<file path="config.mk">
export PLATFORM = sky130hd
export DESIGN_NAME = filter_cond_top
export DESIGN_NICKNAME = d
export VERILOG_FILES = /design/src/source/filter_cond_pkg.sv /design/src/source/packet_fifo.sv /design/src/source/filter_control.sv /design/src/source/packet_decode.sv /design/src/source/filter_compare.sv /design/src/source/route_result.sv /design/src/source/filter_cond_top.sv
export SDC_FILE = /design/constraint.sdc
export NUM_CORES = 1
export LEC_CHECK = 0
export ABC_AREA = 0
export ABC_CLOCK_PERIOD_IN_PS = 4840
export BUFFER_PORTS_ARGS = -buffer_cell sky130_fd_sc_hd__buf_2
export CAP_MARGIN = 30
export CORE_MARGIN = 2
export CORE_UTILIZATION = 40
export DETAILED_ROUTE_END_ITERATION = 10
export PLACE_DENSITY_LB_ADDON = 0.15
export SYNTH_ARGS = -nofsm -noshare
export SYNTH_HDL_FRONTEND = slang
export SYNTH_SLANG_ARGS = --single-unit
</file>
<file path="constraint.sdc">
create_clock -name ap_clk -period 4.84 [get_ports ap_clk]
set_input_delay 0.484 -clock ap_clk [delete_from_list [all_inputs] [get_ports ap_clk]]
set_output_delay 0.484 -clock ap_clk [all_outputs]
set_load 0.05 [all_outputs]
</file>
<file path="src/source/filter_cond_pkg.sv">
// ----------------------------------------------------------------------
// Shared widths, compare opcodes and packet layout of the filter engine.
// A packed packet is {data, to, src, seq_done}, data in the top bits.
// All compares are unsigned.
// ----------------------------------------------------------------------
package filter_cond_pkg;

    // Field and word widths
    localparam int data_w      = 32;
    localparam int field_w     = 8;
    localparam int field_count = 4;
    localparam int route_w     = 4;

    // Packed packet as stored in the FIFOs
    localparam int packet_w = data_w + 2 * route_w + 1;

    // Compare opcodes
    localparam int op_w = 2;
    localparam logic [op_w-1:0] op_eq = 2'd0;
    localparam logic [op_w-1:0] op_ne = 2'd1;
    localparam logic [op_w-1:0] op_lt = 2'd2;
    localparam logic [op_w-1:0] op_gt = 2'd3;

    // Data word read as a whole or as byte fields, field 0 in the low byte
    typedef union packed {
        logic [data_w-1:0]                     word;
        logic [field_count-1:0][field_w-1:0]   field;
    } filter_data_u;

    // Builds the FIFO word from the packet fields
    function automatic logic [packet_w-1:0] pack_packet(
        input logic [data_w-1:0]  data,
        input logic [route_w-1:0] to,
        input logic [route_w-1:0] src,
        input logic               seq_done
    );
        return {data, to, src, seq_done};
    endfunction

endpackage

</file>
<file path="src/source/packet_fifo.sv">
// ----------------------------------------------------------------------
// Synchronous FIFO with first-word fall-through on dout.
// Writes while full and reads while empty are ignored.
// ----------------------------------------------------------------------
module packet_fifo #(
    parameter int DEPTH       = 16,
    parameter int PROG_THRESH = 8
) (
    input  logic                                 ap_clk,
    input  logic                                 areset_generator,
    input  logic                                 wr_en,
    input  logic [filter_cond_pkg::packet_w-1:0] din,
    input  logic                                 rd_en,
    output logic [filter_cond_pkg::packet_w-1:0] dout,
    output logic                                 empty,
    output logic                                 full,
    output logic                                 prog_full
);

    localparam int ptr_w = $clog2(DEPTH);
    localparam int cnt_w = $clog2(DEPTH + 1);

    logic [filter_cond_pkg::packet_w-1:0] mem [DEPTH];
    logic [ptr_w-1:0] wr_ptr;
    logic [ptr_w-1:0] rd_ptr;
    logic [cnt_w-1:0] count;
    logic             do_wr;
    logic             do_rd;

    assign do_wr = wr_en & ~full;
    assign do_rd = rd_en & ~empty;

    always_ff @(posedge ap_clk) begin
        if (do_wr) begin
            mem[wr_ptr] <= din;
        end
    end

    // Pointers wrap at DEPTH, which need not be a power of two
    always_ff @(posedge ap_clk) begin
        if (areset_generator) begin
            wr_ptr <= '0;
            rd_ptr <= '0;
            count  <= '0;
        end else begin
            if (do_wr) begin
                wr_ptr <= (wr_ptr == ptr_w'(DEPTH - 1)) ? '0 : wr_ptr + 1'b1;
            end
            if (do_rd) begin
                rd_ptr <= (rd_ptr == ptr_w'(DEPTH - 1)) ? '0 : rd_ptr + 1'b1;
            end
            case ({do_wr, do_rd})
                2'b10:   count <= count + 1'b1;
                2'b01:   count <= count - 1'b1;
                default: count <= count;
            endcase
        end
    end

    assign dout      = mem[rd_ptr];
    assign empty     = (count == '0);
    assign full      = (count == cnt_w'(DEPTH));
    assign prog_full = (count >= cnt_w'(PROG_THRESH));

endmodule

</file>
<file path="src/source/filter_control.sv">
// ----------------------------------------------------------------------
// Configuration register and run FSM: idle, active, drain.
// cfg_valid starts a run, a sequence-done read ends it.
// Configuration is relatched on any cfg_valid.
// ----------------------------------------------------------------------
module filter_control (
    input  logic                                  ap_clk,
    input  logic                                  areset_generator,
    input  logic                                  cfg_valid,
    input  logic [filter_cond_pkg::op_w-1:0]      cfg_op,
    input  logic                                  cfg_word_mode,
    input  logic [$clog2(filter_cond_pkg::field_count)-1:0] cfg_field_sel,
    input  logic [filter_cond_pkg::data_w-1:0]    cfg_threshold,
    input  logic                                  cfg_invert,
    input  logic                                  cfg_cond,
    input  logic [filter_cond_pkg::route_w-1:0]   cfg_route_if,
    input  logic [filter_cond_pkg::route_w-1:0]   cfg_route_else,
    input  logic                                  seq_done_read,
    input  logic                                  pipe_busy,
    input  logic                                  fifos_empty,
    output logic                                  run,
    output logic [filter_cond_pkg::op_w-1:0]      op,
    output logic                                  word_mode,
    output logic [$clog2(filter_cond_pkg::field_count)-1:0] field_sel,
    output logic [filter_cond_pkg::data_w-1:0]    threshold,
    output logic                                  invert,
    output logic                                  cond,
    output logic [filter_cond_pkg::route_w-1:0]   route_if,
    output logic [filter_cond_pkg::route_w-1:0]   route_else,
    output logic                                  done_out
);

    localparam logic [1:0] st_idle   = 2'd0;
    localparam logic [1:0] st_active = 2'd1;
    localparam logic [1:0] st_drain  = 2'd2;

    logic [1:0] state;

    always_ff @(posedge ap_clk) begin
        if (cfg_valid) begin
            op         <= cfg_op;
            word_mode  <= cfg_word_mode;
            field_sel  <= cfg_field_sel;
            threshold  <= cfg_threshold;
            invert     <= cfg_invert;
            cond       <= cfg_cond;
            route_if   <= cfg_route_if;
            route_else <= cfg_route_else;
        end
    end

    // ------------------------------------------------------------------
    // Run state machine
    // ------------------------------------------------------------------
    always_ff @(posedge ap_clk) begin
        if (areset_generator) begin
            state    <= st_idle;
            done_out <= 1'b0;
        end else begin
            case (state)
                st_idle:   if (cfg_valid) state <= st_active;
                st_active: if (seq_done_read) state <= st_drain;
                st_drain:  if (!pipe_busy) state <= st_idle;
                default:   state <= st_idle;
            endcase
            done_out <= (state == st_idle) & fifos_empty;
        end
    end

    assign run = (state == st_active);

endmodule

</file>
<file path="src/source/packet_decode.sv">
// ----------------------------------------------------------------------
// Stage 1: pops the input FIFO and registers the packet with its
// compare operand. A field operand is zero-extended to the word.
// ----------------------------------------------------------------------
module packet_decode (
    input  logic                                 ap_clk,
    input  logic                                 areset_generator,
    input  logic                                 run,
    input  logic                                 out_fifo_prog_full,
    input  logic                                 fifo_empty,
    input  logic [filter_cond_pkg::packet_w-1:0] fifo_dout,
    input  logic                                 word_mode,
    input  logic [$clog2(filter_cond_pkg::field_count)-1:0] field_sel,
    output logic                                 fifo_rd_en,
    output logic                                 seq_done_read,
    output logic                                 s1_valid,
    output logic [filter_cond_pkg::data_w-1:0]   s1_operand,
    output logic [filter_cond_pkg::data_w-1:0]   s1_data,
    output logic [filter_cond_pkg::route_w-1:0]  s1_to,
    output logic [filter_cond_pkg::route_w-1:0]  s1_src,
    output logic                                 s1_seq_done
);

    filter_cond_pkg::filter_data_u            head_data;
    logic [filter_cond_pkg::route_w-1:0]      head_to;
    logic [filter_cond_pkg::route_w-1:0]      head_src;
    logic                                     head_seq_done;

    assign {head_data, head_to, head_src, head_seq_done} = fifo_dout;

    // Pop only with room for the packets already in flight
    assign fifo_rd_en    = run & ~fifo_empty & ~out_fifo_prog_full;
    assign seq_done_read = fifo_rd_en & head_seq_done;

    always_ff @(posedge ap_clk) begin
        if (areset_generator) begin
            s1_valid <= 1'b0;
        end else begin
            s1_valid <= fifo_rd_en;
        end
    end

    always_ff @(posedge ap_clk) begin
        s1_operand  <= word_mode ? head_data.word
                                 : filter_cond_pkg::data_w'(head_data.field[field_sel]);
        s1_data     <= head_data.word;
        s1_to       <= head_to;
        s1_src      <= head_src;
        s1_seq_done <= head_seq_done;
    end

endmodule

</file>
<file path="src/source/filter_compare.sv">
// ----------------------------------------------------------------------
// Stage 2: unsigned compare of the operand against the threshold.
// Sequence-done packets are always forwarded.
// ----------------------------------------------------------------------
module filter_compare (
    input  logic                                ap_clk,
    input  logic                                areset_generator,
    input  logic                                s1_valid,
    input  logic [filter_cond_pkg::data_w-1:0]  s1_operand,
    input  logic [filter_cond_pkg::data_w-1:0]  s1_data,
    input  logic [filter_cond_pkg::route_w-1:0] s1_to,
    input  logic [filter_cond_pkg::route_w-1:0] s1_src,
    input  logic                                s1_seq_done,
    input  logic [filter_cond_pkg::op_w-1:0]    op,
    input  logic [filter_cond_pkg::data_w-1:0]  threshold,
    input  logic                                invert,
    output logic                                s2_valid,
    output logic                                s2_forward,
    output logic                                s2_flag,
    output logic [filter_cond_pkg::data_w-1:0]  s2_data,
    output logic [filter_cond_pkg::route_w-1:0] s2_to,
    output logic [filter_cond_pkg::route_w-1:0] s2_src,
    output logic                                s2_seq_done
);

    logic flag;

    always_comb begin
        case (op)
            filter_cond_pkg::op_eq: flag = (s1_operand == threshold);
            filter_cond_pkg::op_ne: flag = (s1_operand != threshold);
            filter_cond_pkg::op_lt: flag = (s1_operand <  threshold);
            default:                flag = (s1_operand >  threshold);
        endcase
    end

    always_ff @(posedge ap_clk) begin
        if (areset_generator) begin
            s2_valid <= 1'b0;
        end else begin
            s2_valid <= s1_valid;
        end
    end

    always_ff @(posedge ap_clk) begin
        s2_forward  <= s1_seq_done | (flag ^ invert);
        s2_flag     <= flag;
        s2_data     <= s1_data;
        s2_to       <= s1_to;
        s2_src      <= s1_src;
        s2_seq_done <= s1_seq_done;
    end

endmodule

</file>
<file path="src/source/route_result.sv">
// ----------------------------------------------------------------------
// Stage 3: final destination and output FIFO write.
// Only sequence-done packets are rerouted; dropped packets end here.
// ----------------------------------------------------------------------
module route_result (
    input  logic                                 ap_clk,
    input  logic                                 areset_generator,
    input  logic                                 s1_valid,
    input  logic                                 s2_valid,
    input  logic                                 s2_forward,
    input  logic                                 s2_flag,
    input  logic [filter_cond_pkg::data_w-1:0]   s2_data,
    input  logic [filter_cond_pkg::route_w-1:0]  s2_to,
    input  logic [filter_cond_pkg::route_w-1:0]  s2_src,
    input  logic                                 s2_seq_done,
    input  logic                                 cond,
    input  logic [filter_cond_pkg::route_w-1:0]  route_if,
    input  logic [filter_cond_pkg::route_w-1:0]  route_else,
    output logic                                 fifo_wr_en,
    output logic [filter_cond_pkg::packet_w-1:0] fifo_din,
    output logic                                 pipe_busy
);

    logic [filter_cond_pkg::route_w-1:0] dest;

    always_comb begin
        if (!s2_seq_done) begin
            dest = s2_to;
        end else if (cond) begin
            dest = s2_flag ? route_if : route_else;
        end else begin
            // Back to the sender of the sequence
            dest = s2_src;
        end
    end

    always_ff @(posedge ap_clk) begin
        if (areset_generator) begin
            fifo_wr_en <= 1'b0;
        end else begin
            fifo_wr_en <= s2_valid & s2_forward;
        end
    end

    always_ff @(posedge ap_clk) begin
        fifo_din <= filter_cond_pkg::pack_packet(s2_data, dest, s2_src, s2_seq_done);
    end

    assign pipe_busy = s1_valid | s2_valid | fifo_wr_en;

endmodule

</file>
<file path="src/source/filter_cond_top.sv">
// ----------------------------------------------------------------------
// Filter-and-route engine: input FIFO, three-stage pipeline, output FIFO.
// Senders must hold off while in_almost_full is high.
// PROG_THRESH must not exceed FIFO_DEPTH - 3.
// ----------------------------------------------------------------------
module filter_cond_top #(
    parameter int FIFO_DEPTH  = 16,
    parameter int PROG_THRESH = 8
) (
    input  logic                                  ap_clk,
    input  logic                                  areset_generator,
    input  logic                                  cfg_valid,
    input  logic [filter_cond_pkg::op_w-1:0]      cfg_op,
    input  logic                                  cfg_word_mode,
    input  logic [$clog2(filter_cond_pkg::field_count)-1:0] cfg_field_sel,
    input  logic [filter_cond_pkg::data_w-1:0]    cfg_threshold,
    input  logic                                  cfg_invert,
    input  logic                                  cfg_cond,
    input  logic [filter_cond_pkg::route_w-1:0]   cfg_route_if,
    input  logic [filter_cond_pkg::route_w-1:0]   cfg_route_else,
    input  logic                                  in_valid,
    input  logic [filter_cond_pkg::data_w-1:0]    in_data,
    input  logic [filter_cond_pkg::route_w-1:0]   in_to,
    input  logic [filter_cond_pkg::route_w-1:0]   in_src,
    input  logic                                  in_seq_done,
    input  logic                                  out_ready,
    output logic                                  in_almost_full,
    output logic                                  out_valid,
    output logic [filter_cond_pkg::data_w-1:0]    out_data,
    output logic [filter_cond_pkg::route_w-1:0]   out_to,
    output logic [filter_cond_pkg::route_w-1:0]   out_src,
    output logic                                  out_seq_done,
    output logic                                  done_out
);

    // Held configuration
    logic [filter_cond_pkg::op_w-1:0]     op;
    logic                                 word_mode;
    logic [$clog2(filter_cond_pkg::field_count)-1:0] field_sel;
    logic [filter_cond_pkg::data_w-1:0]   threshold;
    logic                                 invert;
    logic                                 cond;
    logic [filter_cond_pkg::route_w-1:0]  route_if;
    logic [filter_cond_pkg::route_w-1:0]  route_else;
    logic                                 run;

    // FIFO sides
    logic [filter_cond_pkg::packet_w-1:0] in_fifo_dout;
    logic                                 in_fifo_empty;
    logic                                 in_fifo_rd_en;
    logic [filter_cond_pkg::packet_w-1:0] out_fifo_din;
    logic [filter_cond_pkg::packet_w-1:0] out_fifo_dout;
    logic                                 out_fifo_wr_en;
    logic                                 out_fifo_empty;
    logic                                 out_fifo_full;
    logic                                 out_fifo_prog_full;

    // ------------------------------------------------------------------
    // Pipeline stages
    // ------------------------------------------------------------------
    logic                                 seq_done_read;
    logic                                 pipe_busy;
    logic                                 s1_valid;
    logic [filter_cond_pkg::data_w-1:0]   s1_operand;
    logic [filter_cond_pkg::data_w-1:0]   s1_data;
    logic [filter_cond_pkg::route_w-1:0]  s1_to;
    logic [filter_cond_pkg::route_w-1:0]  s1_src;
    logic                                 s1_seq_done;
    logic                                 s2_valid;
    logic                                 s2_forward;
    logic                                 s2_flag;
    logic [filter_cond_pkg::data_w-1:0]   s2_data;
    logic [filter_cond_pkg::route_w-1:0]  s2_to;
    logic [filter_cond_pkg::route_w-1:0]  s2_src;
    logic                                 s2_seq_done;

    assign out_valid = ~out_fifo_empty;
    assign {out_data, out_to, out_src, out_seq_done} = out_fifo_dout;

    packet_fifo #(.DEPTH(FIFO_DEPTH), .PROG_THRESH(PROG_THRESH)) input_fifo_i (
        .ap_clk, .areset_generator,
        .wr_en(in_valid),
        .din(filter_cond_pkg::pack_packet(in_data, in_to, in_src, in_seq_done)),
        .rd_en(in_fifo_rd_en), .dout(in_fifo_dout), .empty(in_fifo_empty),
        .full(), .prog_full(in_almost_full)
    );

    filter_control control_i (
        .ap_clk, .areset_generator,
        .cfg_valid, .cfg_op, .cfg_word_mode, .cfg_field_sel, .cfg_threshold,
        .cfg_invert, .cfg_cond, .cfg_route_if, .cfg_route_else,
        .seq_done_read, .pipe_busy,
        .fifos_empty(in_fifo_empty & out_fifo_empty),
        .run, .op, .word_mode, .field_sel, .threshold, .invert, .cond,
        .route_if, .route_else, .done_out
    );

    packet_decode decode_i (
        .ap_clk, .areset_generator, .run,
        .out_fifo_prog_full, .fifo_empty(in_fifo_empty), .fifo_dout(in_fifo_dout),
        .word_mode, .field_sel, .fifo_rd_en(in_fifo_rd_en), .seq_done_read,
        .s1_valid, .s1_operand, .s1_data, .s1_to, .s1_src, .s1_seq_done
    );

    filter_compare compare_i (
        .ap_clk, .areset_generator,
        .s1_valid, .s1_operand, .s1_data, .s1_to, .s1_src, .s1_seq_done,
        .op, .threshold, .invert,
        .s2_valid, .s2_forward, .s2_flag, .s2_data, .s2_to, .s2_src, .s2_seq_done
    );

    route_result route_i (
        .ap_clk, .areset_generator, .s1_valid,
        .s2_valid, .s2_forward, .s2_flag, .s2_data, .s2_to, .s2_src, .s2_seq_done,
        .cond, .route_if, .route_else,
        .fifo_wr_en(out_fifo_wr_en), .fifo_din(out_fifo_din), .pipe_busy
    );

    packet_fifo #(.DEPTH(FIFO_DEPTH), .PROG_THRESH(PROG_THRESH)) output_fifo_i (
        .ap_clk, .areset_generator,
        .wr_en(out_fifo_wr_en), .din(out_fifo_din),
        .rd_en(out_ready), .dout(out_fifo_dout), .empty(out_fifo_empty),
        .full(out_fifo_full), .prog_full(out_fifo_prog_full)
    );

endmodule

</file>
### Yosys cells after proc, flatten, opt, wreduce, memory -nomap -nowiden

Memories as Yosys holds them, arrays and structs flattened. A register that Yosys moved wholly into a read port is not among the register bits.
Index checks and enable logic that the tools add are counted.

* flip-flop bits (word level): 236
* RAM bits: 1312
* input bits: 93
* output and inout port bits: 44
* word-level logic and storage cells: 117
* memories: 2

* add/subtract/negate cells: 8
* order comparisons: 5
* eq/ne operators: 19
* multiplexer cells: 25
* bitwise logic cells: 19
* reduce and logical (&&, ||, !) cells: 7

Memories
* input_fifo_i.mem: depth 16, bits a word 41, read ports 1, clocked after memory_dff 1, write ports 1, RTL line packet_fifo.sv:23 `logic [filter_cond_pkg::packet_w-1:0] mem [DEPTH];`
* output_fifo_i.mem: depth 16, bits a word 41, read ports 1, clocked after memory_dff 1, write ports 1, RTL line packet_fifo.sv:23

Operators by type and width (count)
* $mux W4: 11
* $eq A32 B32 Y1: 1
* $gt A32 B32 Y1: 1
* $lt A32 B32 Y1: 1
* $ne A32 B32 Y1: 1
* $pmux W5 S2: 2
* $add A4 B1 Y4 const B: 4
* $bmux W8 S2: 1
* $eq A4 B4 Y1 const B: 4
* $mux W8: 2
* $add A5 B1 Y5 const B: 2
* $and A1 B1 Y1: 10
* $eq A5 B5 Y1 const B: 2
* $ge A5 B4 Y1 const B: 2
* $logic_not A5 Y1: 2
* $sub A5 B1 Y5 const B: 2
* $eq A2 B1 Y1 const B: 4
* $eq A2 B2 Y1 const B: 4
* $mux W2: 3
* $ne A2 B2 Y1 const B: 3
* $pmux W2 S3: 1
* $not A1 Y1: 5
* $logic_not A2 Y1: 2
* $mux W1: 4
* 6 further kinds: 9

### Longest topological paths before layout

* word-level depth: 7
* depth in mapped cells: 13
* depth with buffers taken out: 12

### Modules after synthesis

Synthesis repeated with hierarchy kept, for this count alone.

* cells, all modules: 2507
* area total of the unflattened synthesis: 57512.7 um2

By module, submodules not included
* packet_fifo: times used 2, cells each 1030, area an instance 25588.3 um2, sequential area each 20039.2 um2
* packet_decode: times used 1, cells each 150, area an instance 2019.4 um2, sequential area each 1481.4 um2
* filter_compare: times used 1, cells each 173, area an instance 1771.7 um2, sequential area each 880.8 um2
* filter_control: times used 1, cells each 58, area an instance 1532.7 um2, sequential area each 1471.4 um2
* route_result: times used 1, cells each 64, area an instance 1002.2 um2, sequential area each 840.8 um2
* filter_cond_top: times used 1, cells each 2, area an instance 10.0 um2, sequential area each 0.0 um2

### Least setup slack after synthesis

Ideal clock, no wire load.

* path kind: input to register
* from: input port in_valid
* to: memory input_fifo_i.mem[3][0] (netlist bit) (enable)
* setup time: 0.490 ns
* arrival: 3.973 ns
* required time: 4.350 ns
* path slack: 0.377 ns
* stages on the path: 3
* path buffers: 0
* path through: a21boi_1 nand2_1 nor3_1

* cells in the longest elaborated chain, start to end: 3

RTL lines
* from (decl): RTL line filter_cond_top.sv:21 `input logic in_valid,`
* $and A1 B1 Y1: RTL line packet_fifo.sv:30 `assign do_wr = wr_en & ~full;`
* $mux W1: RTL line packet_fifo.sv:34 `if (do_wr) begin`
* $mux W1 (implied by the code): RTL line packet_fifo.sv:35 `mem[wr_ptr] <= din;`
* to (decl): RTL line packet_fifo.sv:23

Every way passes these cells.

==> flow_metrics.py <==
metrics = {
    "floorplanning": {
        "initial_core_util_pct": 40.3,
        "die_x_um": 382,
        "rows": 138,
        "die_h_um": 382,
        "coreArea_um2": 142000,
        "dieArea_um2": 146000,
        "io_pins": 137,
    },
    "yosys": {
        "yosys_register_bits": 1556,
        "synth_most_common_cell": "edfxtp_1",
        "ys_types": 47,
        "yosys.area.top_type_share_pct": 71.5,
        "synth_area_um2": 57100,
        "ys_warn_count": 0,
        "yosys-top-cells-area": "edfxtp_1, mux4_2, dfxtp_1, ha_1, nor2_1",
        "synth_nets": 2616,
        "synth_top_cell_by_area": "edfxtp_1",
        "synth_edf_count": 1359,
        "ys.flop_type": "edfxtp_1",
        "synth_cells": 2471,
        "seq_area_frac_synth_pct": 78.4,
        "ys_async_sr_fraction_pct": 0,
        "syn_area_per_cell_um2": 23.1,
        "synthTopCellsByCount": "edfxtp_1, mux4_2, dfxtp_1",
    },
    "global_routing": {
        "grt.total_usage_pct": 18.6,
        "grt_pass1_wl_mm": 195,
        "grt_max_degree": 101,
        "grt_pass1_vias": 27473,
        "antenna_found_initial": 29,
        "grt_overflow": 0,
    },
    "run_status": {
        "outcome": "finished clean",
    },
    "min_path": {
        "hold_path_end": "input_fifo_i.mem[4][28]",
        "hp-start": "in_data[19]",
        "min_path_cells": 1,
        "hp-class": "in2reg",
    },
    "sta": {
        "fin_crit_ns": 3.96,
        "worst_pin_slew_ns": 1.02,
        "setup_viol": 0,
        "relSlewSlack_pct": 31.7,
        "hold_viol_final": 0,
        "fmax_mhz": 253,
        "finalCritPeriodShare_pct": 81.7,
        "clock_skew_ns": 0.0206,
        "worst_hold_slack_ns": 0.0952,
        "finalMaxSlewViolations": 0,
        "tns_ns": 0,
        "rsz0062_at_grt": "no",
    },
    "setup_path": {
        "worst_setup_path_end_kind": "output port",
        "r2r-end": "input_fifo_i.mem[15][7]",
        "start_kind": "flop",
        "critPathArrivalTime_ns": 3.47,
        "reg2reg_depth": 5,
        "required_ns": 4.36,
        "crit_fanout": 40,
        "worstSetupPathType": "reg2out",
        "regToRegStartpoint": "input_fifo_i.count[0]",
        "r2r_slack_ns": 1.62,
    },
    "clocking": {
        "path_clk_slew_ns": 0.06,
        "root_buffer": "clkbuf_16",
        "postCtsSetupRepairBufs": 0,
        "cts_hold_buf": 47,
        "post_cts_resized": 0,
        "cts_max_path_buffers": 3,
        "htree_levels": 4,
        "clk_latency_ns": 0.77,
        "numCtsBuffers": 163,
        "cts_tree": "done",
        "cts.sinks": 1556,
    },
    "pwr": {
        "ir_drop_uv": 316,
        "power_density_nw_per_um2": 474,
        "total_leakage_power_uw": 0.0210,
    },
    "layout": {
        "seq_area_um2": 44800,
        "nets": 2924,
        "design_area_um2": 66500,
        "multi_input_area_um2": 11800,
        "drive_above_1_share_pct": 31.0,
        "final_cells": 4808,
        "num-fill-cells": 11669,
        "syn_to_final_growth_pct": 16.5,
    },
    "route": {
        "dr.pass1.iters": 5,
        "via_per_inst": 5.39,
        "finalWirelength_mm": 134,
        "drtAntennaViolNets": 0,
        "drcViolationCount": 0,
        "post_drt_wl_per_cell_um": 27.9,
        "drt_iter0_markers": 2517,
        "vias": 25913,
    },
    "placement": {
        "gp_congestion": 0.753,
        "hpwlAfterDp_mm": 78.5,
        "dpl_cell_area_um2": 60700,
        "post-place-cells": 4456,
        "portBuffers": 136,
    },
    "job": {
        "drv_cap": 0,
    },
}
## state kept, by name, indices dropped and copies added, names as in the netlist, 5 cells and up, named ones only
| register | cells |
|---|---|
| input_fifo_i.count | 5 |
| output_fifo_i.mem | 656 |
| compare_i.s2_data | 32 |
| decode_i.s1_data | 32 |
| input_fifo_i.mem | 656 |
| decode_i.s1_operand | 32 |
| control_i.threshold | 32 |
| route_i.fifo_din | 41 |
| output_fifo_i.count | 5 |
## logic make-up (layout without fill, tap and decap cells)
kind of cell    after synthesis  after routing  synth area share [%]
mux                         430            430                  16.5
other cells                   0              1                     0
compound gates               80             80                 0.842
xor+xnor                     14             14                 0.215
flops                      1556           1556                  78.4
simple gates                182            182                  1.59
buf+inv                     157            603                  1.21
fa+ha+maj                    52             52                  1.17
## stage by stage
stage	power, uW	util, %	worst slack (ns)
after global routing	32600	46.9	0.654
after CTS	31900	46.9	0.733
final	31500	46.9	0.884
after detailed placement	19600	42.8	1.43
after floorplan	18400	-	0.377
after global placement	19500	42.8	1.52
## where the power goes
group / total, uW / internal [uW] / leakage [uW] / switching (uW)
clock network: 12200 / 7140 / 0.00259 / 5080
registers: 16500 / 15800 / 0.0139 / 740
logic: 2760 / 1270 / 0.00446 / 1490
total: 31500 / 24200 / 0.0210 / 7310
## metal layers
| layer | GRT usage (%) | wire [um] | up-vias |
|---|---|---|---|
| li1 | - | - | 10942 |
| met1 | 25.7 | 57700 | 14000 |
| met2 | 30.6 | 66400 | 746 |
| met3 | 3.14 | 7180 | 211 |
| met4 | 5.26 | 3100 | 14 |
| met5 | 0 | 92 | - |
## critical path: stages, from the launching register on
cell     delay [ns]
dfxtp_4        0.67
buf_12         0.33
buf_12         0.32
mux4_2         0.56
mux4_2         0.48
buf_2          0.23
## layout by cell type (no fill, tap or decap), types with 37 or more instances in the layout
cell type      synthesis  final
buf_2                 23    136
buf_4                  5     44
clkbuf_1              52     37
clkbuf_16              0    168
dfxtp_1              197    189
dlygate4sd3_1          0     47
edfxtp_1            1359   1359
ha_1                  50     50
inv_1                 48     48
mux4_2               410    410
## worst max path at each step
| stage | end | cells past startpoint |
|---|---|---|
| after floorplan | input_fifo_i.mem[3][0] | 3 |
| after global placement | input_fifo_i.mem[15][8] | 5 |
| after detailed placement | input_fifo_i.mem[9][1] | 5 |
| after CTS | out_data[9] | 5 |
| after global routing | out_data[9] | 5 |
| final | out_data[3] | 5 |
## final cells by class
type                    count  area share, %
inverters                  48          0.271
flip-flops and latches   1556           67.4
multi-input cells         758           17.8
clock inverters            87           1.19
clock buffers             216           6.76
diodes                      1        0.00377
well taps                1890           3.56
repair buffers            252           3.02
(Power assumes the default switching activity.)
